===== src/logic/proc_defines.svh =====
//--------------------------------------------------------------------------
// command processor parameters
// buffer and sample widths, counter sizes and fixed reply words
//--------------------------------------------------------------------------

`ifndef PROC_DEFINES_SVH
`define PROC_DEFINES_SVH

`define CMD_BYTES     8                 // bytes per command
`define SAMPLE_W      12                // signed adc sample
`define BUF_ADDR_W    10                // sample buffer address
`define BUF_DEPTH     (1 << `BUF_ADDR_W)

`define FW_VERSION    32'd16            // info reply for byte1 = 0
`define SETTINGS_ACK  32'd37            // reply to the settings command

`define LEN_W         32                // reply length in bytes
`define CNT_W         16                // trigger and event counters

`endif

===== src/logic/cmd_pkg.sv =====
//--------------------------------------------------------------------------
// command side types
// opcodes, the assembled command and the reply request to the sender
//--------------------------------------------------------------------------

`include "proc_defines.svh"

package cmd_pkg;

	typedef enum logic [7:0] {
		OP_READOUT  = 8'd0,             // stream buffer samples
		OP_ARM      = 8'd1,             // trigger type, length, arm, status
		OP_INFO     = 8'd2,             // version or board id
		OP_SETTINGS = 8'd8              // thresholds and pre-offset
	} opcode_e;

	// byte 0 sits in the low bits, as it arrives first
	typedef struct packed {
		logic [`CMD_BYTES-1:1][7:0] arg;   // bytes 7..1
		opcode_e                    op;    // byte 0
	} cmd_t;

	typedef struct packed {
		logic                   readout;   // 1: buffer readout, 0: single word
		logic [31:0]            word;      // constant reply word
		logic [`LEN_W-1:0]      len;       // bytes to send
		logic [`BUF_ADDR_W-1:0] start;     // first buffer address of a readout
	} reply_req_t;

endpackage


===== src/logic/cmd_receiver.sv =====
//--------------------------------------------------------------------------
// command receiver
// collects bytes from the stream slave into one command
//--------------------------------------------------------------------------

`timescale 1ns/1ps
`include "proc_defines.svh"

module cmd_receiver
	import cmd_pkg::*;
(
	input  logic       clk,
	input  logic       rstn,
	input  logic       i_s_tvalid,
	input  logic [7:0] i_s_tdata,
	output logic       o_s_tready,
	input  logic       i_cmd_take,
	output logic       o_cmd_valid,
	output cmd_t       o_cmd
);

	localparam int unsigned IDX_W = $clog2(`CMD_BYTES);
	localparam int unsigned LAST  = `CMD_BYTES - 1;

	logic [IDX_W-1:0]           byte_idx;
	logic [`CMD_BYTES-1:0][7:0] cmd_bytes;
	logic                       pending;   // full command waiting for the decoder
	logic                       ready_q;
	logic                       beat;

	assign beat = i_s_tvalid && ready_q;

	always_ff @(posedge clk or negedge rstn) begin
		if (!rstn) begin
			byte_idx <= '0;
			pending  <= 1'b0;
			ready_q  <= 1'b0;
		end else begin
			if (beat) byte_idx <= (byte_idx == LAST[IDX_W-1:0]) ? '0 : byte_idx + 1'b1;
			if (beat && byte_idx == LAST[IDX_W-1:0]) begin
				pending <= 1'b1;
				ready_q <= 1'b0;   // stall until taken
			end else if (i_cmd_take) begin
				pending <= 1'b0;
				ready_q <= 1'b1;
			end else if (!pending) begin
				ready_q <= 1'b1;
			end
		end
	end

	always_ff @(posedge clk) begin
		if (beat) cmd_bytes[byte_idx] <= i_s_tdata;
	end

	assign o_s_tready  = ready_q;
	assign o_cmd_valid = pending;
	assign o_cmd       = cmd_t'(cmd_bytes);

endmodule


===== config.mk =====
export PLATFORM = sky130hd
export DESIGN_NAME = cmd_receiver
export DESIGN_NICKNAME = d
export VERILOG_FILES = /design/src/logic/cmd_pkg.sv /design/src/logic/cmd_receiver.sv
export VERILOG_INCLUDE_DIRS = /design/src /design/src/logic
export SDC_FILE = /design/constraint.sdc
export NUM_CORES = 1
export LEC_CHECK = 0
export BUFFER_PORTS_ARGS = -buffer_cell sky130_fd_sc_hd__buf_4
export CORE_MARGIN = 8
export CORE_UTILIZATION = 48
export DETAILED_ROUTE_END_ITERATION = 12
export MAX_ROUTING_LAYER = met4
export PLACE_DENSITY = 0.86
export SETUP_SLACK_MARGIN = 0.4
export SKIP_LAST_GASP = 1
export SYNTH_ARGS = -nofsm -noshare
export SYNTH_HDL_FRONTEND = slang
export SYNTH_SLANG_ARGS = --single-unit

===== constraint.sdc =====
create_clock -name clk -period 2.3 [get_ports clk]
set_input_delay 0.23 -clock clk [delete_from_list [all_inputs] [get_ports clk]]
set_output_delay 0.23 -clock clk [all_outputs]
set_load 0.1 [all_outputs]

== Yosys cells after proc, flatten, opt, wreduce, memory -nomap -nowiden ==
Index checks and enable logic that the tools add are counted.

* Add/sub/neg operators: 1
* Magnitude comparators: 2
* Equality and inequality tests: 2
* Mux-type cells: 9
* Reduce and logical (&&, ||, !) cells: 4

{| class="wikitable"
|+ Operator list
! operator !! count
|-
| $bwmux W64 || 1
|-
| $demux W8 S3 || 1
|-
| $mux W8 || 1
|-
| $mux W1 || 5
|-
| $lt A3 B4 Y1 const B || 1
|-
| $add A3 B1 Y3 const B || 1
|-
| $eq A3 B3 Y1 const B || 1
|-
| $ge A3 B1 Y1 const B || 1
|-
| $logic_and A1 B1 Y1 || 3
|-
| $mux W3 || 1
|-
| $ne A3 B2 Y1 const B || 1
|-
| $reduce_bool A2 Y1 || 1
|}

* Bits in registers: 69
* Bits of input ports: 12
* Output and inout bits: 66
* Word-level logic and storage cells: 29

== Logic depth before layout (Yosys ltp) ==
* Depth after elaboration: 5
* Mapped depth: 4
* Depth with buffers taken out: 4

== Worst setup path after synthesis ==
No wires, ideal clock.

* Kind: register to register
* Start point: register ready_q, in the netlist o_s_tready
* End point: register cmd_bytes (netlist bit o_cmd[0]), enable pin
* Setup time: 0.395 ns
* Data arrival time: 2.020 ns
* Required time: 1.905 ns
* Slack: -0.114 ns
* Stages on the path, launching flop included: 3
* Buffers on the path: 0
* Clock period less this slack: 2.414 ns
* Cell sequence: dfrtp_1 > nand2_4 > nor4_1

* Cells in the longest elaborated chain, start to end: 1

{| class="wikitable"
|+ Ends and longest elaborated chain
! element !! line !! source
|-
| start, declared || cmd_receiver.sv:28 || <nowiki>logic ready_q;</nowiki>
|-
| start signal, assigned || cmd_receiver.sv:37 || <nowiki>ready_q <= 1'b0;</nowiki>
|-
| start signal, assigned || cmd_receiver.sv:42 || <nowiki>ready_q <= 1'b0;</nowiki>
|-
| start signal, assigned || cmd_receiver.sv:45 || <nowiki>ready_q <= 1'b1;</nowiki>
|-
| $logic_and A1 B1 Y1 || cmd_receiver.sv:31 || <nowiki>assign beat = i_s_tvalid && ready_q;</nowiki>
|-
| end signal, assigned by index || cmd_receiver.sv:53 || <nowiki>if (beat) cmd_bytes[byte_idx] <= i_s_tdata;</nowiki>
|-
| end, declared || cmd_receiver.sv:26 || <nowiki>logic [`CMD_BYTES-1:0][7:0] cmd_bytes;</nowiki>
|}

Every way passes these cells.
A chain may end at the register's enable or synchronous reset.

==> results.ini <==
[setup_path]
cp_slowest_cell = dfrtp_1
endpoint_kind = flip-flop
max_stage_delay_ns = 0.50
cp_num_buf_inv = 1
cp_cell_sequence = nand3_1 > nor2_1 > buf_4
required_ns = 2.35
path_max_fanout = 8
arrival_ns = 1.67
path_class = flip-flop to flip-flop
start_kind = flip-flop
path_delay_family = simple AND/OR/NAND/NOR gates

[floorplan]
die_w_um = 83.9
core_area_sq_um = 4410
die_h_um = 83.9
io_pins = 78
fp-row-count = 24
start_util_pct = 50.2
die-area_sq_um = 7040

[sta]
worst_slew_pin_slew_ns = 0.425
period_share_pct = 70.8
setup_viol = 0
slew_headroom_pct = 71.5
maxSlewViolCount = 0
tns_ns = 0
fmax_mhz = 614
clock_skew_ns = 0.00724
setup_ws_ns = 0.672
hold_violations = 0
rsz0062_at_grt = false
period_needed_ns = 1.63

[clock_tree]
clk_pin_slew_ns = 0.08
numCtsBuffers = 9
cts.repair.resized = 0
cts_root_buf = clkbuf_8
cts_tree = yes
post_cts_buffers = 0
clk_latency_ns = 0.34
clockBufferDepth = 2
cts_max_level = 3
clock_sinks = 69

[grt]
grt_max_degree = 14
grt_pass1_wl_um = 7460
overflow = 0
grtUsageTotal_pct = 14.6
grt_pass1_vias = 1320
antenna_found_initial = 0

[place]
numPortBuffers = 77
dpl.hpwl_um = 3750
placed_cell_area_sq_um = 2950
routabilityCongestion = 0.760
dp_slack_ns = 0.689
post-place-cells = 232

[layout]
finish.utilization_pct = 72.7
syn2layout_area_growth_pct = 44.9
layout-drive-gt1-share_pct = 56.9
nFillCells = 253
fin_nets = 206
design_area_sq_um = 3210
antenna_cells = 0
stdcell_count = 249

[synth]
synthDistinctLibCells = 14
synthesis.area_sq_um = 2210
synthSimpleGateAreaFrac_pct = 3.56
synth_top_family_by_area = simple AND/OR/NAND/NOR gates
syn_avg_cell_area_sq_um = 24.1
synth_xor_area_share_pct = 0
synth_compound_area_share_pct = 0.678
syn_nets = 106
yosysSeqAreaShare_pct = 92.4
yosys_warnings = 0
synth-seq-cells = 69
synth.area.mux_share_pct = 2.03
synth_fa_ha_area_share_pct = 1.13
syn_inst = 92

[routing]
drt-pass1-iter-count = 4
drt_iter0_drc = 89
ant_nets = 0
routed_via_density = 5.16
wirelength_um = 5060
drc = 0
wl_per_cell_um = 20.3
route.vias.total = 1286

[power]
leakage_nw = 1.26
power-per-cell-area_nw_per_um2 = 1380
peakVddDrop_mv = 0.740

[min_path]
hp-class = input pin to flip-flop

[run]
cap_violations = 0

[outcome]
outcome = complete, no violations

==> metal layers <==
metal	vias to the layer above	GRT usage (%)	routed length [um]
li1	560	-	-
met2	73	22.7	2440
met1	640	15.7	2080
met5	-	-	0
met3	13	5.86	416
met4	0	7.85	125
==> worst register-to-register path, delay by kind of cell (launching register included) <==
kind | cells | cell delay [ns]
and+or+nand+nor | 2 | 0.62
DFF | 1 | 0.50
buffers and inverters | 1 | 0.22
==> power breakdown <==
part | internal (mW) | switching [mW] | total, mW
Clock | 0.725 | 0.463 | 1.19
Sequential | 1.59 | 0.108 | 1.69
Combinational | 0.323 | 1.21 | 1.54
Total | 2.63 | 1.79 | 4.42
==> cells by family (layout without fill, tap and decap cells) <==
group,count (synthesis),in the layout
compound gates,2,2
buf+inv,1,106
fa+ha+maj,2,2
flops,69,69
mux,3,3
simple gates,15,15
==> state kept, by name, indices dropped and copies added (netlist names) <==
name         flops
o_cmd           64
byte_idx         3
o_cmd_valid      1
o_s_tready       1
==> placed cells by master, fill, tap and decap left out <==
cell / netlist / final
o21ai_0: 1 / 1
clkbuf_8: 0 / 9
dfrtp_1: 5 / 4
nand2b_1: 2 / 2
dlygate4sd3_1: 0 / 1
nor3_1: 4 / 3
inv_1: 1 / 1
nand2_4: 1 / 1
clkinvlp_4: 0 / 2
nand3_1: 2 / 2
buf_4: 0 / 88
dfrtp_2: 0 / 1
edfxtp_1: 64 / 64
bufinv_16: 0 / 3
mux2_4: 3 / 3
ha_1: 2 / 2
inv_6: 0 / 1
nor2_1: 4 / 4
nor4_2: 0 / 1
nand2_1: 1 / 1
o31a_2: 1 / 1
clkinv_4: 0 / 1
nor3_2: 0 / 1
==> metrics by stage <==
step	total power, mW	hold WS [ns]
final	4.42	0.0924
after floorplan	2.87	-0.0656
after global routing	4.54	0.122
after detailed placement	3.26	0.0353
after global placement	3.22	0.0314
after CTS	4.44	0.0848
==> final timing paths <==
path	start	endpoint	slack (ns)	cells past startpoint
worst min-delay path	i_cmd_take	o_cmd_valid$_DFFE_PN0P_	0.09	2
min in group asynchronous	rstn	o_cmd_valid$_DFFE_PN0P_	0.23	2
worst max-delay path	byte_idx[0]$_DFFE_PN0P_	o_cmd[60]$_DFFE_PP_	0.67	3
worst min register to register	o_cmd_valid$_DFFE_PN0P_	o_cmd_valid$_DFFE_PN0P_	0.56	2
worst max register to register	byte_idx[0]$_DFFE_PN0P_	o_cmd[60]$_DFFE_PP_	0.67	3
max in group asynchronous	rstn	o_s_tready$_DFFE_PN0P_	1.96	2
==> synth_stat cells (all sizes together) <==
master / instances / area share, %
nand2b: 2 / 0.56
o31a: 1 / 0.45
nor2: 4 / 0.68
dfrtp: 5 / 5.6
o21ai: 1 / 0.23
nand2: 2 / 0.68
nor4: 1 / 0.28
ha: 2 / 1.1
nand3: 2 / 0.45
nor3: 4 / 0.90
inv: 1 / 0.17
mux2: 3 / 2.0
edfxtp: 64 / 87
==> timing repair <==
item                       in CTS  in global routing
hold buffers                    1                  0
hold endpoints to repair        5                  0
setup endpoints to repair       0                  0
==> area by class of cell <==
type                            instances  area [sq um]  share of cell area, %
Multi-Input combinational cell         22           175                   5.46
Tap cell                               52          65.1                   2.03
Timing Repair Buffer                   89           671                   20.9
Inverter                                1          3.75                  0.117
Clock buffer                            9           124                   3.86
Sequential cell                        69          2050                   63.8
Clock inverter                          7           123                   3.82
Power figures use the tool's default switching activity.
