<file path="config.mk">
export PLATFORM = sky130hd
export DESIGN_NAME = cmd_decoder
export DESIGN_NICKNAME = d
export VERILOG_FILES = /design/src/logic/acq_pkg.sv /design/src/logic/cmd_pkg.sv /design/src/logic/cmd_decoder.sv
export VERILOG_INCLUDE_DIRS = /design/src /design/src/logic
export SDC_FILE = /design/constraint.sdc
export NUM_CORES = 1
export LEC_CHECK = 0
export ABC_AREA = 1
export BUFFER_PORTS_ARGS = -buffer_cell sky130_fd_sc_hd__buf_2
export CORE_MARGIN = 4
export CORE_UTILIZATION = 40
export DETAILED_ROUTE_END_ITERATION = 10
export PLACE_DENSITY = 0.68
export SKIP_LAST_GASP = 1
export SLEW_MARGIN = 30
export SYNTH_ARGS = -nofsm -noshare
export SYNTH_HDL_FRONTEND = slang
export SYNTH_SLANG_ARGS = --single-unit
</file>
<file path="constraint.sdc">
create_clock -name clk -period 3.8 [get_ports clk]
set_input_delay 0.38 -clock clk [delete_from_list [all_inputs] [get_ports clk]]
set_output_delay 0.38 -clock clk [all_outputs]
set_load 0.005 [all_outputs]
</file>
<file path="src/logic/proc_defines.svh">
//--------------------------------------------------------------------------
// command processor parameters
// buffer and sample widths, counter sizes and fixed reply words
//--------------------------------------------------------------------------

`ifndef PROC_DEFINES_SVH
`define PROC_DEFINES_SVH

`define CMD_BYTES     8                 // bytes per command
`define SAMPLE_W      12                // signed adc sample
`define BUF_ADDR_W    10                // sample buffer address
`define BUF_DEPTH     (1 << `BUF_ADDR_W)

`define FW_VERSION    32'd16            // info reply for byte1 = 0
`define SETTINGS_ACK  32'd37            // reply to the settings command

`define LEN_W         32                // reply length in bytes
`define CNT_W         16                // trigger and event counters

`endif
</file>
<file path="src/logic/acq_pkg.sv">
//--------------------------------------------------------------------------
// acquisition side types
// samples, trigger state, trigger settings and event status
//--------------------------------------------------------------------------

`include "proc_defines.svh"

package acq_pkg;

	typedef logic signed [`SAMPLE_W-1:0] sample_t;

	typedef enum logic [2:0] {
		ACQ_IDLE,
		ACQ_WAIT_LOW,
		ACQ_WAIT_HIGH,
		ACQ_COLLECT,
		ACQ_READY
	} acq_state_e;

	typedef struct packed {
		sample_t            lower;     // a sample below it starts the trigger
		sample_t            upper;     // a sample above it fires the trigger
		logic               thresh_en; // trigger type 1
		logic [`CNT_W-1:0]  length;    // samples to take after trigger
	} trig_cfg_t;

	typedef struct packed {
		logic [`CNT_W-1:0]      events;     // completed events
		logic [`CNT_W-1:0]      trig_count; // 0 in idle and all ones when ready
		logic [`BUF_ADDR_W-1:0] trig_addr;  // buffer address of the trigger
	} acq_status_t;

endpackage

</file>
<file path="src/logic/cmd_pkg.sv">
//--------------------------------------------------------------------------
// command side types
// opcodes, the assembled command and the reply request to the sender
//--------------------------------------------------------------------------

`include "proc_defines.svh"

package cmd_pkg;

	typedef enum logic [7:0] {
		OP_READOUT  = 8'd0,             // stream buffer samples
		OP_ARM      = 8'd1,             // trigger type, length, arm, status
		OP_INFO     = 8'd2,             // version or board id
		OP_SETTINGS = 8'd8              // thresholds and pre-offset
	} opcode_e;

	// byte 0 sits in the low bits, as it arrives first
	typedef struct packed {
		logic [`CMD_BYTES-1:1][7:0] arg;   // bytes 7..1
		opcode_e                    op;    // byte 0
	} cmd_t;

	typedef struct packed {
		logic                   readout;   // 1: buffer readout, 0: single word
		logic [31:0]            word;      // constant reply word
		logic [`LEN_W-1:0]      len;       // bytes to send
		logic [`BUF_ADDR_W-1:0] start;     // first buffer address of a readout
	} reply_req_t;

endpackage

</file>
<file path="src/logic/cmd_decoder.sv">
//--------------------------------------------------------------------------
// command decoder
// runs one command at a time, keeps the trigger settings and
// hands a reply request to the sender
//--------------------------------------------------------------------------

`timescale 1ns/1ps
`include "proc_defines.svh"

module cmd_decoder
	import cmd_pkg::*;
	import acq_pkg::*;
(
	input  logic        clk,
	input  logic        rstn,
	input  logic        i_cmd_valid,
	input  cmd_t        i_cmd,
	output logic        o_cmd_take,
	input  acq_status_t i_status,
	input  logic [7:0]  i_board_id,
	output logic        o_arm,
	output trig_cfg_t   o_trig_cfg,
	output logic        o_reply_valid,
	output reply_req_t  o_reply,
	input  logic        i_reply_take,
	input  logic        i_reply_done
);

	typedef enum logic [1:0] {
		DEC_IDLE,      // waiting for a command
		DEC_REPLY,     // request posted and not yet taken
		DEC_BUSY       // reply on the wire
	} dec_state_e;

	dec_state_e             state;
	reply_req_t             reply_q;
	trig_cfg_t              cfg_q;
	logic [`BUF_ADDR_W-1:0] preoffset;
	logic [`SAMPLE_W-1:0]   b1_ext, b2_ext, lower_calc, upper_calc;

	// threshold arithmetic wraps at the sample width
	assign b1_ext     = `SAMPLE_W'(i_cmd.arg[1]);
	assign b2_ext     = `SAMPLE_W'(i_cmd.arg[2]);
	assign lower_calc = ((b1_ext - b2_ext - `SAMPLE_W'(128)) << 4) + `SAMPLE_W'(8);
	assign upper_calc = ((b1_ext + b2_ext - `SAMPLE_W'(128)) << 4) + `SAMPLE_W'(8);

	assign o_cmd_take = (state == DEC_IDLE) && i_cmd_valid;

	always_ff @(posedge clk or negedge rstn) begin
		if (!rstn) begin
			state     <= DEC_IDLE;
			o_arm     <= 1'b0;
			cfg_q     <= '0;
			preoffset <= '0;
		end else begin
			o_arm <= 1'b0;
			case (state)
				DEC_IDLE: if (o_cmd_take) begin
					state <= DEC_REPLY;              // unknown opcodes fall back below
					case (i_cmd.op)
						OP_SETTINGS: begin
							cfg_q.lower <= sample_t'(lower_calc);
							cfg_q.upper <= sample_t'(upper_calc);
							preoffset   <= `BUF_ADDR_W'({i_cmd.arg[3], 2'b00});
						end
						OP_ARM: begin
							cfg_q.thresh_en <= (i_cmd.arg[1] == 8'd1);
							cfg_q.length    <= `CNT_W'({i_cmd.arg[5], i_cmd.arg[4]});
							o_arm           <= 1'b1;
						end
						OP_READOUT, OP_INFO: ;
						default: state <= DEC_IDLE;      // no reply
					endcase
				end
				DEC_REPLY: if (i_reply_take) state <= DEC_BUSY;
				DEC_BUSY:  if (i_reply_done) state <= DEC_IDLE;
				default:   state <= DEC_IDLE;
			endcase
		end
	end

	// reply request built while taking the command
	always_ff @(posedge clk) begin
		if (o_cmd_take) begin
			reply_q.readout <= 1'b0;
			reply_q.word    <= 32'd0;
			reply_q.len     <= `LEN_W'(4);
			reply_q.start   <= i_status.trig_addr - preoffset;  // wraps in the buffer
			case (i_cmd.op)
				OP_READOUT: begin
					reply_q.readout <= 1'b1;
					reply_q.len     <= `LEN_W'({i_cmd.arg[7], i_cmd.arg[6],
					                            i_cmd.arg[5], i_cmd.arg[4]});
				end
				OP_ARM:      reply_q.word <= {i_status.events, i_status.trig_count};
				OP_SETTINGS: reply_q.word <= `SETTINGS_ACK;
				OP_INFO: begin
					if (i_cmd.arg[1] == 8'd0)      reply_q.word <= `FW_VERSION;
					else if (i_cmd.arg[1] == 8'd1) reply_q.word <= {4{i_board_id}};
				end
				default: ;
			endcase
		end
	end

	assign o_reply_valid = (state == DEC_REPLY);
	assign o_reply       = reply_q;
	assign o_trig_cfg    = cfg_q;

endmodule

</file>
# After elaboration in Yosys (flattened, before gate mapping)
# Index checks and enable logic that the tools add are counted.
[classes]
n_eq_ne = 9
mux = 12
reduce_logical = 8
add_sub_neg = 7
[op_table]
columns = ["op", "n"]
rows = [
  ["32-bit case mux with 3 select lines", 1],
  ["32-bit 2-to-1 mux", 2],
  ["12-bit by 4-bit adder with 12-bit output (second input constant)", 2],
  ["8-bit by 1-bit == test with 1-bit output (second input constant)", 2],
  ["8-bit zero test", 2],
  ["8-bit subtractor (second input constant)", 2],
  ["10-bit subtractor", 1],
  ["3-bit AND reduction", 3],
  ["8-bit adder", 1],
  ["8-bit by 2-bit == test with 1-bit output (second input constant)", 1],
  ["8-bit by 4-bit == test with 1-bit output (second input constant)", 1],
  ["8-bit subtractor", 1],
  ["2-bit 2-to-1 mux", 3],
  ["2-bit case mux with 3 select lines", 1],
  ["1-bit 2-to-1 mux", 5],
  ["2-bit != test (second input constant)", 2],
  ["4-bit OR reduction", 1],
  ["2-bit by 1-bit == test with 1-bit output (second input constant)", 1],
  ["2-bit == test (second input constant)", 1],
  ["2-bit zero test", 1],
  ["2-bit by 1-bit != test with 1-bit output (second input constant)", 1],
  ["1-bit logical AND", 1],
]
[totals]
output_inout_bits = 119
ff_bits = 127
word_cells = 47

# Logic depth before layout (Yosys ltp)
[depth]
ltp_word = 5
depth_mapped = 14
depth_no_buf = 14

# Worst setup path after synthesis
# OpenSTA, ideal clock, no wires.
[synth_path]
path_kind = "register -> register"
start = "register state[1]"
end = "register cfg_q (netlist bit o_trig_cfg[12])"
slack_ps = 939
stages_incl_launch_ff = 8
required_ps = 3683
arrival_time_ps = 2744
setup_ps = 117
cell_sequence = "dfrtp_1 -> nor2_1 -> nand2_2 -> inv_1 -> nand2_4 -> buf_6 -> nand2_1 -> o21ai_2"
[synth_between]
elab_chain_len = 3
[synth_lines]
columns = ["element", "line_no", "text"]
rows = [
  ["start: declaration", "cmd_decoder.sv:35", "dec_state_e state;"],
  ["start signal: assignment", "cmd_decoder.sv:51", "state <= DEC_IDLE;"],
  ["start signal: assignment", "cmd_decoder.sv:59", "state <= DEC_REPLY;"],
  ["start signal: assignment", "cmd_decoder.sv:72", "default: state <= DEC_IDLE;"],
  ["2-bit zero test", "cmd_decoder.sv:47", "assign o_cmd_take = (state == DEC_IDLE) && i_cmd_valid;"],
  ["1-bit logical AND", "cmd_decoder.sv:47", ""],
  ["via o_cmd_take", "cmd_decoder.sv:18", "output logic o_cmd_take,"],
  ["3-bit AND reduction (no line)", "--", ""],
  ["end: declaration", "cmd_decoder.sv:37", "trig_cfg_t cfg_q;"],
]
# The timed path passes the listed nets, and every way through them passes these cells.
# A chain may end at the register's enable or synchronous reset.

# Worst setup path after layout
[layout_path]
start = "register preoffset[2]"
end = "register reply_q (netlist bit o_reply[8]), data pin"
[layout_between]
elab_chain_len = 1
[layout_lines]
columns = ["element", "line_no", "text"]
rows = [
  ["start: declaration", "cmd_decoder.sv:38", "logic [`BUF_ADDR_W-1:0] preoffset;"],
  ["start signal: assignment", "cmd_decoder.sv:64", "preoffset <= `BUF_ADDR_W'({i_cmd.arg[3], 2'b00});"],
  ["10-bit subtractor", "cmd_decoder.sv:88", "reply_q.start <= i_status.trig_addr - preoffset;"],
  ["end: declaration", "cmd_decoder.sv:36", "reply_req_t reply_q;"],
]
# Every way passes these cells.

==> metrics.txt <==
DRC viols=0; Die Area=16920 sq um; register share of total power=42.6%; Slew Viols, Final=0; setup TNS=0 ps; Post-synth EDFFs=75; Seq/Total Area, Yosys=56.26%; clock sink count=119; dpl cells=1008; Unique masters post-synth=32; first-pass GRT wire length=22340 microns; GPL Wtd Cong=0.8590; final count of hold timing violations=0; CP cell instances=ha_1 -> fa_1 -> o21ai_0 -> nand3_1 -> nand3_1 -> nand2_1; largest net degree at the start of global routing=39; setup bufs post-CTS=0; Synth Area in Compound Gates=5.017%; Post-DP HPWL=11490 microns; number of max-cap violations=0; Max stage delay on crit path=420 ps; Req. time, crit path=3970 ps; Crit Path Max Fanout=2; # rows=44; type of the tightest min-delay check=in2reg; most used cell, CP=nand3_1; FMAX=521.6 MHz; drt initial violations=229; largest cells by area after synthesis=edfxtp_1 38%, dfrtp_1 18%, nand2_1 11%; # fillers=1346; routed wire length=14970 microns; Mapped Area=5961 sq um; ys async rst share=36.97%; Slew @ Worst Pin=764.6 ps; Worst setup SP type=flop; slew margin rel.=48.84%; clk root buf=clkbuf_16; status=finished clean; Overall Power=3.471 mW; clock-pin slew on the worst setup and hold paths=60 ps; Final setup viols=0; Die Width=130.1 microns; Synth Area in XOR/XNOR=1.469%; Fin Hold WS=148.0 ps; Final min period=1917 ps; largest family of logic cells by synthesized area=simple AND/OR/NAND/NOR gates; clock share of power=45.6%; CTS Buffer Depth=2; top cell type's share of synthesized area=37.78%; initial core utilization=40.86%; Placed Area=7208 sq um; CTS H-tree depth=4; Gate Count Post-Synth=607; ys flop type=edfxtp_1; clk_lat worst skew=410 ps; area of the core=14590 sq um; Area Overhead vs Synth=31.02%; mux cell area share after synthesis=0%; Cell Int Power=2.624 mW; syn avg cell area=9.820 sq um; routed via count=4741; YS warnings=0; final setup skew=9.096 ps; vias in the first global route=4539; RSZ-0062 raised after global routing=false; sw frac=24.38%; Comb pwr share=11.7%; Switch Pwr=0.8462 mW; finished layout cell area=7810 sq um; layout cell share with drive strength beyond 1=35.47%; slowest stage cell, crit path=fa_1; Leak Pwr=4.382 nW; PortBufs=231; WP data arrival=2080 ps; Global Route Usage Sum=17.17%; initial antenna violation count=0; Adder-Cell Fraction of Synth Area=7.935%; Final Non-Filler Cells=1041; Synth top cells by count=181 x nand2_1, 96 x inv_1, 75 x edfxtp_1; die span in y=130.1 microns; CTS tree=built; Critical Path End Type=flop; most frequent cell after synthesis=nand2_1; Routed Antenna Nets=0; CTS Buf Count=17; DR pass1 iterations=6; via/cell ratio=4.554; pwr/cell area=444.4 nW/um^2; Crit Path Category=reg2reg; global route total overflow=0; WL per Instance=14.38 microns; top cell type by total area after synthesis=edfxtp_1; # IOs=238; simple-gate share of the synthesized area=20.05%; Final nets=999; crit share post-route=50.45%; VDD IR-drop max=0.2878 mV; ANT cells=0; Seq cells post-synth=119
## placed cells by master, fill, tap and decap left out, types with 4 or more instances in the layout
cell,n
clkbuf_16,17
ha_1,33
conb_1,6
edfxtp_1,75
o21ai_0,10
inv_1,95
a21oi_1,10
nand3_1,36
clkinv_2,4
buf_2,231
nor2_1,42
xor2_1,7
dfrtp_1,44
o21ai_2,21
nand2_1,180
clkinv_4,5
## critical path: cells and delay by family, from the launching register on
kind / cells / cell delay, ps
AND/OR/NAND/NOR: 3 / 340
adder cells (fa/ha/maj): 2 / 640
AO/OA/AOI/OAI: 1 / 320
flip-flops: 1 / 390
## path summary, 6_finish.rpt
kind | start | to | slack, ps | depth (start not counted)
min in group asynchronous | rstn | o_trig_cfg[40] | 470 | 2
setup reg to reg | preoffset[2] | o_reply[8] | 1880 | 6
hold reg to reg | o_trig_cfg[34] | o_trig_cfg[34] | 470 | 2
max in group asynchronous | rstn | o_trig_cfg[2] | 2600 | 3
hold / removal | i_status[1] | o_reply[1] | 150 | 1
setup / recovery | preoffset[2] | o_reply[8] | 1880 | 6
## per-layer routing
| metal | track usage [%] | part of all wire, % | wire length [microns] |
|---|---|---|---|
| met1 | 20.75 | 40 | 6012 |
| met2 | 29.12 | 49 | 7340 |
| met3 | 4.216 | 8.8 | 1322 |
| met4 | 7.579 | 2.0 | 297 |
| met5 | 0 | 0 | 0 |
## through the flow
stage                     util, %  setup slack, ps
after CTS                   53.53             1901
after global routing        53.53             1736
final                       53.53             1883
after floorplan                 -            939.0
after detailed placement    49.41             1501
after global placement      49.39             1523
## registers in the layout, summed over array words and instances, names as in the netlist
register,count
o_arm,1
o_reply,75
o_trig_cfg,33
preoffset,8
state,2
## cell type report
| class | instances | area [sq um] | share of cell area (%) |
|---|---|---|---|
| sequential | 119 | 3353 | 42.94 |
| multi-input combinational | 374 | 2079 | 26.63 |
| timing repair buffer | 235 | 1189 | 15.22 |
| clock buffer | 19 | 442.9 | 5.671 |
| inverter | 97 | 366.6 | 4.694 |
| tap | 184 | 230.2 | 2.948 |
| clock inverter | 13 | 148.9 | 1.906 |
## power groups by stage
stage	clock network [mW]	registers [mW]	logic, mW
finish	1.58	1.48	0.407
global route	1.69	1.49	0.466
CTS	1.62	1.48	0.416
detailed placement	0	1.50	0.412
global placement	0	1.50	0.407
floorplan	0	1.51	0.213
## kinds of logic (layout without fill, tap and decap cells)
| kind of cell | count (synthesis) | after routing |
|---|---|---|
| AO/OA/AOI/OAI | 43 | 43 |
| XOR/XNOR | 10 | 10 |
| adder cells (fa/ha/maj) | 36 | 36 |
| buffers and inverters | 119 | 364 |
| flip-flops | 119 | 119 |
| other | 1 | 6 |
| AND/OR/NAND/NOR | 279 | 279 |
## repair_timing
item                      4_1_cts  5_1_grt
hold buffers                    1        0
hold endpoints to repair       19        0
gates resized for setup         0        0
No activity file was read; power rests on OpenSTA's default activity.
