$ cat src/logic/proc_defines.svh
//--------------------------------------------------------------------------
// command processor parameters
// buffer and sample widths, counter sizes and fixed reply words
//--------------------------------------------------------------------------

`ifndef PROC_DEFINES_SVH
`define PROC_DEFINES_SVH

`define CMD_BYTES     8                 // bytes per command
`define SAMPLE_W      12                // signed adc sample
`define BUF_ADDR_W    10                // sample buffer address
`define BUF_DEPTH     (1 << `BUF_ADDR_W)

`define FW_VERSION    32'd16            // info reply for byte1 = 0
`define SETTINGS_ACK  32'd37            // reply to the settings command

`define LEN_W         32                // reply length in bytes
`define CNT_W         16                // trigger and event counters

`endif
$ cat src/logic/cmd_pkg.sv
//--------------------------------------------------------------------------
// command side types
// opcodes, the assembled command and the reply request to the sender
//--------------------------------------------------------------------------

`include "proc_defines.svh"

package cmd_pkg;

	typedef enum logic [7:0] {
		OP_READOUT  = 8'd0,             // stream buffer samples
		OP_ARM      = 8'd1,             // trigger type, length, arm, status
		OP_INFO     = 8'd2,             // version or board id
		OP_SETTINGS = 8'd8              // thresholds and pre-offset
	} opcode_e;

	// byte 0 sits in the low bits, as it arrives first
	typedef struct packed {
		logic [`CMD_BYTES-1:1][7:0] arg;   // bytes 7..1
		opcode_e                    op;    // byte 0
	} cmd_t;

	typedef struct packed {
		logic                   readout;   // 1: buffer readout, 0: single word
		logic [31:0]            word;      // constant reply word
		logic [`LEN_W-1:0]      len;       // bytes to send
		logic [`BUF_ADDR_W-1:0] start;     // first buffer address of a readout
	} reply_req_t;

endpackage

$ cat src/logic/reply_sender.sv
//--------------------------------------------------------------------------
// reply sender
// stream master for single reply words and buffer readouts,
// tkeep and tlast follow the bytes still to send
//--------------------------------------------------------------------------

`timescale 1ns/1ps
`include "proc_defines.svh"

module reply_sender
	import cmd_pkg::*;
(
	input  logic                   clk,
	input  logic                   rstn,
	input  logic                   i_reply_valid,
	input  reply_req_t             i_reply,
	output logic                   o_reply_take,
	output logic                   o_reply_done,
	output logic                   o_readout_done,
	output logic [`BUF_ADDR_W-1:0] o_rd_addr,
	input  logic [`SAMPLE_W-1:0]   i_rd_data,
	input  logic                   i_m_tready,
	output logic                   o_m_tvalid,
	output logic [31:0]            o_m_tdata,
	output logic [3:0]             o_m_tkeep,
	output logic                   o_m_tlast
);

	typedef enum logic [2:0] {
		TX_IDLE,
		TX_ADDR,       // present the even address
		TX_LOW,        // even sample back, odd address out
		TX_HIGH,       // odd sample back, form the word
		TX_SEND,
		TX_DONE
	} tx_state_e;

	tx_state_e              state;
	logic [`LEN_W-1:0]      remain;
	logic                   readout;
	logic [`BUF_ADDR_W-1:0] rd_addr;
	logic [`SAMPLE_W-1:0]   low_sample;

	assign o_reply_take = (state == TX_IDLE) && i_reply_valid;

	always_ff @(posedge clk or negedge rstn) begin
		if (!rstn) begin
			state      <= TX_IDLE;
			remain     <= '0;
			readout    <= 1'b0;
			rd_addr    <= '0;
			o_m_tvalid <= 1'b0;
		end else begin
			case (state)
				TX_IDLE: if (o_reply_take) begin
					remain  <= i_reply.len;
					readout <= i_reply.readout;
					rd_addr <= i_reply.start;
					if (i_reply.len == '0) begin
						state <= TX_DONE;             // nothing to send
					end else if (i_reply.readout) begin
						state <= TX_ADDR;
					end else begin
						o_m_tvalid <= 1'b1;
						state      <= TX_SEND;
					end
				end
				TX_ADDR: begin
					rd_addr <= rd_addr + 1'b1;
					state   <= TX_LOW;
				end
				TX_LOW: begin
					rd_addr <= rd_addr + 1'b1;
					state   <= TX_HIGH;
				end
				TX_HIGH: begin
					o_m_tvalid <= 1'b1;
					state      <= TX_SEND;
				end
				TX_SEND: if (i_m_tready) begin
					if (remain <= `LEN_W'(4)) begin
						remain     <= '0;
						o_m_tvalid <= 1'b0;
						state      <= TX_DONE;
					end else begin
						remain <= remain - `LEN_W'(4);
						if (readout) begin
							o_m_tvalid <= 1'b0;
							state      <= TX_ADDR;   // fetch the next pair
						end
					end
				end
				TX_DONE: state <= TX_IDLE;
				default: state <= TX_IDLE;
			endcase
		end
	end

	// reply word and readout sample pairs
	always_ff @(posedge clk) begin
		if (o_reply_take) o_m_tdata <= i_reply.word;
		if (state == TX_LOW) low_sample <= i_rd_data;
		if (state == TX_HIGH) o_m_tdata <= {4'd0, i_rd_data, 4'd0, low_sample};
	end

	always_comb begin
		if (remain >= `LEN_W'(4)) begin
			o_m_tkeep = 4'b1111;
		end else begin
			case (remain[1:0])
				2'd3:    o_m_tkeep = 4'b0111;
				2'd2:    o_m_tkeep = 4'b0011;
				2'd1:    o_m_tkeep = 4'b0001;
				default: o_m_tkeep = 4'b0000;
			endcase
		end
	end

	assign o_m_tlast      = (remain <= `LEN_W'(4));
	assign o_rd_addr      = rd_addr;
	assign o_reply_done   = (state == TX_DONE);
	assign o_readout_done = (state == TX_DONE) && readout;

endmodule

$ cat config.mk
export PLATFORM = sky130hd
export DESIGN_NAME = reply_sender
export DESIGN_NICKNAME = d
export VERILOG_FILES = /design/src/logic/cmd_pkg.sv /design/src/logic/reply_sender.sv
export VERILOG_INCLUDE_DIRS = /design/src /design/src/logic
export SDC_FILE = /design/constraint.sdc
export NUM_CORES = 1
export LEC_CHECK = 0
export BUFFER_PORTS_ARGS = -buffer_cell sky130_fd_sc_hd__buf_2
export CAP_MARGIN = 15
export CORE_MARGIN = 5
export CORE_UTILIZATION = 56
export DETAILED_ROUTE_END_ITERATION = 10
export PLACE_DENSITY = 0.92
export SYNTH_ARGS = -nofsm -noshare
export SYNTH_HDL_FRONTEND = slang
export SYNTH_SLANG_ARGS = --single-unit
$ cat constraint.sdc
create_clock -name clk -period 4.4 [get_ports clk]
set_clock_uncertainty 0.05 [all_clocks]
set_input_delay 0.88 -clock clk [delete_from_list [all_inputs] [get_ports clk]]
set_output_delay 0.88 -clock clk [all_outputs]
set_load 0.005 [all_outputs]
Yosys cells after proc, flatten, opt, wreduce, memory -nomap -nowiden --
Cells that the tools add are included. W data, S select, Z words.
Cells by class: add/sub/neg operators 2, multipliers 0, divide/modulo/power cells 0, $lt $le $gt $ge 2, eq/ne operators 13, shift operators 0, multiplexer cells 24, bitwise gates (word level) 0, reductions and logical operators 14
Operators by type and width (number):
- $mux W32 | 3
- $pmux W32 S2 | 1
- $mux W28 | 2
- $ge A32 B3 Y1 const B | 1
- $le A32 B3 Y1 const B | 1
- $logic_not A32 Y1 | 1
- $sub A32 B3 Y32 const B | 1
- $pmux W10 S2 | 1
- $mux W3 | 6
- $pmux W3 S5 | 1
- $add A10 B1 Y10 const B | 1
- $mux W10 | 1
- $pmux W3 S3 | 1
- $ne A2 B2 Y1 const B | 4
- $eq A3 B2 Y1 const B | 2
- $eq A3 B3 Y1 const B | 2
- $mux W1 | 6
- $reduce_and A3 Y1 | 2
- $reduce_and A6 Y1 | 1
- $reduce_bool A2 Y1 | 3
- $eq A2 B2 Y1 const B | 2
- $mux W4 | 1
- $reduce_and A2 Y1 | 2
- $eq A3 B1 Y1 const B | 1
- other kinds (7) | 8
Storage, ports and cells: register bits 91, bits in latches 0, memory bits (writable) 0, ROM bits 0, input port bits 91, output and inout bits 51, logic and storage cells 63, memories 0

Logic depth before layout (Yosys ltp) --
Gate-level depths: netlist (run 1).
word-level depth 4, mapped depth 9, gate-level depth less buffers 7

Worst setup path before layout (run 1) --
Ideal clock, no wire load.
path type flip-flop to output port, start point reg remain[2], end point out o_m_tkeep[0], data arrival time 2.104 ns, required time 3.470 ns, slack 1.366 ns, stages on the path, launching flop included 7, buffers on the path 0, cells stage by stage dfrtp_1 inv_1 ha_1 nor3b_1 nand4_1 a311o_1 or3_1
On the way: word-level cells in the longest chain between the ends 2
Ends and longest elaborated chain:
- from (decl) | line reply_sender.sv:39 | logic [`LEN_W-1:0] remain;
- from (signal assigned) | line reply_sender.sv:56 | remain <= i_reply.len;
- from (signal assigned) | line reply_sender.sv:86 | remain <= remain - `LEN_W'(4);
- $ge A32 B3 Y1 | line reply_sender.sv:107 | if (remain >= `LEN_W'(4)) begin
- $mux W4 | line reply_sender.sv:107
- to (decl) | line reply_sender.sv:25 | output logic [3:0] o_m_tkeep,
Every way passes these cells.

Worst setup path in the final report (run 1) --
Ends and elaborated chain as after synthesis.

==> impl_metrics.yaml, run 1 <==
layout:
  n_fill_cell: 605
  fin_util: 0.695
  mostFrequentLayoutCell: "buf_2"
  nNetsFinal: 682
  final_cell_mix: "buf_2, nand2_1, dfrtp_1"
  drive_gt1_frac: 0.314
  finalNonFillerCells: 698
  area_growth_syn_to_layout_pct: 20.7
  final_area_sq_um: 5710
  n_antenna_cell: 0
synthesis:
  syn_avg_cell_area_sq_um: 10.4
  synth-compound-area-share: 0.235
  yosysWarnings: 0
  seq_area_frac_synth: 0.511
  synth_flop_cell: "dfrtp_1"
  synth_cells: 457
  synth_edf_count: 36
  synth_cell_types: 65
  synth_adder_area_share: 0.00793
  synth-simple-area-share: 0.199
  syn_nets: 551
  muxShareOfSynthArea: 0.00688
  yosysTopAreaCell: "dfrtp_1"
  synthTopCellsByArea: "dfrtp_1, edfxtp_1, a22o_1"
  synthXorXnorAreaFrac: 0.00185
  synth_top_family_by_area: "compound AO/OA/AOI/OAI gates"
  yosys.area.top_type_share: 0.249
  synth.cell_area_sq_um: 4730
  async_flop_share: 0.516
  synth_seq_cells: 91
routing:
  routed_wl_mm: 14.3
  initialDrtViolationCount: 391
  firstDrtPassIters: 6
  postRouteAntennaNets: 0
  wl_per_cell_microns: 20.5
  vias: 4564
  vias_per_cell: 6.54
  post-route-drc-count: 0
floorplan:
  io_pins: 142
  initial_core_util: 0.576
  die-area_sq_um: 10400
  dieWidth_microns: 102
  fp-row-count: 33
  core-area_sq_um: 8220
  die_y_microns: 102
timing:
  fmax_ghz: 0.271
  fin_crit_ps: 3690
  setup_violations: 0
  min_period_over_period: 0.840
  whs_ps: 326
  rsz0062_at_grt: "false"
  setup_tns_ps: 0
  finalHoldViolations: 0
  slew_viol_final: 0
  timing.slew.headroom: 0.208
  worstMarginPinSlew_ps: 1180
grt:
  antenna_found_initial: 0
  grt_pass1_wl_mm: 22.1
  grt_pass1_vias: 4395
  grt_use_total: 0.272
  overflow: 0
  grt_max_degree: 48
clock_network:
  cts_tree: "yes"
  ctsLongestPathBuffers: 2
  cts-root-buf: "clkbuf_8"
  cts_made_buffers: 9
  postCtsSetupBuffers: 0
  clk_pin_slew_ps: 110
  cts_hold_buffers: 0
  h-tree-depth: 3
  cts_resized: 0
  cts_sinks: 91
  clock_latency_ps: 360
critical_path:
  cp-start-kind: "flop"
  path_max_fanout: 6
  required_ps: 3470
  crit_type: "flop to primary output"
  endpoint_kind: "primary output"
  critical_path_arrival_ps: 2760
hold_path:
  hold_path.class: "input port to async pin"
placed_design:
  placed_cells: 681
  place.gp.congestion: 0.932
  placed_area_sq_um: 5490
  post-dp-hpwl_mm: 10.3
  portBuffers: 141
power:
  p_leak_nw: 2.39
  ir_drop_mv: 0.366
  p_per_area_nw_per_um2: 670
run_status:
  status: "completed"
flow_run:
  drv_cap: 0
-- cell usage after synthesis, drive strengths merged, types with 5 or more instances --
cell type and number:
nand2 48, dfrtp 47, edfxtp 36, a22o 31, nor2 26, o21ai 21
a21oi 20, nor3 20, clkbuf 19, nand3 19, nor4 16, and3 12
inv 12, a22oi 11, o31ai 9, dfxtp 8, buf 7, o211ai 7
o2bb2ai 7, nand4 6, or2 6, a32oi 5, nor3b 5, o311ai 5
or3 5
-- cell families (layout without fill, tap and decap cells) --
group	after synthesis	count (layout)
simple gates	173	173
fa+ha+maj	3	3
xor+xnor	1	1
buf+inv	40	176
flops	91	91
mux	3	3
compound gates	146	146
-- metal layers --
metal,vias up,GRT usage,share of wire
met1,2207,0.353,0.38
met4,0,0.105,0.028
met5,-,0,0
met2,272,0.446,0.50
li1,2047,-,-
met3,38,0.0628,0.087
-- area by class of cell --
class / instances / area (sq um) / share of cell area
clock inverter: 7 / 78.8 / 0.0138
inverter: 13 / 48.8 / 0.00855
tap: 105 / 131 / 0.0230
multi-input combinational: 326 / 2150 / 0.376
clock buffer: 9 / 124 / 0.0217
timing repair buffer: 147 / 763 / 0.134
sequential: 91 / 2420 / 0.423
-- path summary, 6_finish.rpt --
path / from / endpoint / slack, ps / cells after the start
min: rstn / remain[13] / 330 / 1
min in group clk: o_m_tdata[12] / o_m_tdata[12] / 410 / 2
min reg2reg: o_m_tdata[12] / o_m_tdata[12] / 410 / 2
max reg2reg: remain[22] / remain[26] / 1410 / 5
max: remain[2] / o_m_tkeep[0] / 710 / 8
max in group asynchronous: rstn / remain[1] / 3470 / 2
-- per-stage QoR --
| stage | power [W] | worst slack, ps |
|---|---|---|
| after floorplan | 0.00266 | 1370 |
| after global placement | 0.00310 | 1250 |
| after detailed placement | 0.00321 | 1160 |
| after CTS | 0.00379 | 722 |
| after global routing | 0.00406 | 608 |
| final | 0.00382 | 705 |
-- report_power, final --
group          switching [W]  internal, W
Combinational       0.000949     0.000645
Clock               0.000358     0.000228
Sequential          0.000350      0.00130
Total                0.00166      0.00217
-- sequential cells by signal, indices dropped and copies added (netlist names) --
signal / cells
o_rd_addr: 10
low_sample: 12
o_m_tvalid: 1
readout: 1
remain: 32
state: 3
o_m_tdata: 32
-- critical path: stages (launching register included) --
cell and delay [ps]:
dfrtp_1 450, inv_1 120, ha_1 280, nor3b_1 230, buf_4 170, nand4_1 210, a311o_1 460, or3_1 330
buf_2 140
Note: power is estimated with default switching activity, not from simulation.
==> run 2, diff against run 1 <==
--- a/config.mk
+++ b/config.mk
@@ -9,9 +9,9 @@
 export BUFFER_PORTS_ARGS = -buffer_cell sky130_fd_sc_hd__buf_2
 export CAP_MARGIN = 15
 export CORE_MARGIN = 5
-export CORE_UTILIZATION = 56
+export CORE_UTILIZATION = 52
 export DETAILED_ROUTE_END_ITERATION = 10
-export PLACE_DENSITY = 0.92
+export PLACE_DENSITY = 0.87
 export SYNTH_ARGS = -nofsm -noshare
 export SYNTH_HDL_FRONTEND = slang
 export SYNTH_SLANG_ARGS = --single-unit
==> constraint.sdc (replaced) <==
create_clock -name clk -period 3.75 [get_ports clk]
set_clock_uncertainty 0.05 [all_clocks]
set_input_delay 0.75 -clock clk [delete_from_list [all_inputs] [get_ports clk]]
set_output_delay 0.75 -clock clk [all_outputs]
set_load 0.005 [all_outputs]
==> impl_metrics.yaml, run 2 (same netlist as run 1, synthesis figures left out) <==
run_status:
  status: "completed"
routing:
  postRouteAntennaNets: 0
  vias_per_cell: 6.36
  wl_per_cell_microns: 19.1
  initialDrtViolationCount: 470
  routed_wl_mm: 13.4
  post-route-drc-count: 0
  firstDrtPassIters: 5
  vias: 4476
critical_path:
  path_max_fanout: 6
  crit_family: "simple AND/OR/NAND/NOR gates"
  path_cells: "inv_1 -> ha_1 -> nor3b_1 -> buf_4 -> nand4_1 -> a311o_1 -> or3_1 -> buf_2"
  rrSetupSlack_ps: 820
  cp_slowest_cell: "a311o_1"
  required_ps: 2950
  crit_type: "flop to primary output"
  regToRegStartpoint: "remain[23]"
  ff2ff_path_depth: 5
  critical_path_arrival_ps: 2710
  critPathMaxStageDelay_ps: 480
  worst-path-buf-inv: 3
  cp-start-kind: "flop"
  endpoint_kind: "primary output"
  rr_endpoint: "remain[26]"
layout:
  n_antenna_cell: 0
  final_area_sq_um: 5730
  final_cell_mix: "buf_2, nand2_1, dfrtp_1"
  nNetsFinal: 685
  top_regs: "o_m_tdata (32), remain (32), low_sample (12)"
  mostFrequentLayoutCell: "buf_2"
  area_growth_syn_to_layout_pct: 21.1
  drive_gt1_frac: 0.317
clock_network:
  cts_tree: "yes"
  cts_resized: 0
  cts_made_buffers: 9
  cts_sinks: 91
  clock_latency_ps: 360
  cts_hold_buffers: 0
  h-tree-depth: 3
  clk_pin_slew_ps: 90
  ctsLongestPathBuffers: 2
  postCtsSetupBuffers: 0
  cts-root-buf: "clkbuf_8"
floorplan:
  dieWidth_microns: 105
  die-area_sq_um: 11100
  io_pins: 142
  fp-row-count: 34
  initial_core_util: 0.537
  core-area_sq_um: 8810
  die_y_microns: 105
power:
  ir_drop_mv: 0.371
  p_leak_nw: 2.40
  p_per_area_nw_per_um2: 777
grt:
  antenna_found_initial: 0
  grt_max_degree: 48
  overflow: 0
  grt_use_total: 0.233
  grt_pass1_vias: 4314
  grt_pass1_wl_mm: 21.3
timing:
  rsz0062_at_grt: "false"
  slew_viol_final: 0
  fmax_ghz: 0.285
  worstMarginPinSlew_ps: 1130
  timing.slew.headroom: 0.237
  fin_crit_ps: 3510
  min_period_over_period: 0.937
  setup_violations: 0
  finalHoldViolations: 0
  setup_tns_ps: 0
placed_design:
  post-dp-hpwl_mm: 9.81
  place.gp.congestion: 0.874
  placed_area_sq_um: 5510
  portBuffers: 141
hold_path:
  hold_path.class: "input port to async pin"
flow_run:
  drv_cap: 0
-- run 2: cell types whose count changed in the layout (fill, tap and decap cells not counted) --
cell	delta
clkinv_8	-1
inv_6	+1
buf_4	+3
-- run 2: through the flow --
stage	power [W]	hold slack, ps	util	cells	setup slack [ps]
after global placement	0.00365	390	0.626	687	752
after global routing	0.00473	175	0.651	704	36.8
after floorplan	0.00312	403	-	457	846
final	0.00445	183	0.651	704	237
after detailed placement	0.00376	399	0.626	687	683
after CTS	0.00443	414	0.648	703	260
-- run 2: layout make-up --
| type | count | area (sq um) |
|---|---|---|
| Clock inverter | 7 | 71.3 |
| Clock buffer | 9 | 124 |
| Sequential cell | 91 | 2420 |
| Inverter | 13 | 48.8 |
| Multi-Input combinational cell | 326 | 2150 |
| Fill cell | 702 | 3080 |
| Timing Repair Buffer | 150 | 786 |
| Tap cell | 108 | 135 |
-- run 2: per-layer routing --
metal / wire length [microns] / part of all wire / up-vias / global-route usage
met2: 6630 / 0.49 / 240 / 0.387
met3: 1140 / 0.085 / 28 / 0.0526
met5: 0 / 0 / - / 0
met1: 5420 / 0.40 / 2145 / 0.306
met4: 256 / 0.019 / 0 / 0.0722
li1: - / - / 2063 / -
-- run 2: worst max path at each step --
stage | startpoint | endpoint | slack [ps] | depth (start not counted)
after floorplan | remain[2] | o_m_tkeep[0] | 850 | 6
after global placement | remain[2] | o_m_tkeep[0] | 750 | 8
after detailed placement | remain[2] | o_m_tkeep[0] | 680 | 8
after CTS | remain[2] | o_m_tkeep[0] | 260 | 8
after global routing | remain[2] | o_m_tkeep[0] | 40 | 8
final | remain[2] | o_m_tkeep[0] | 240 | 8
-- run 2: where the power goes --
group / switching, W / internal (W) / leakage, nW
logic: 0.00109 / 0.000771 / 1.33
clock network: 0.000403 / 0.000265 / 0.102
registers: 0.000404 / 0.00152 / 0.976
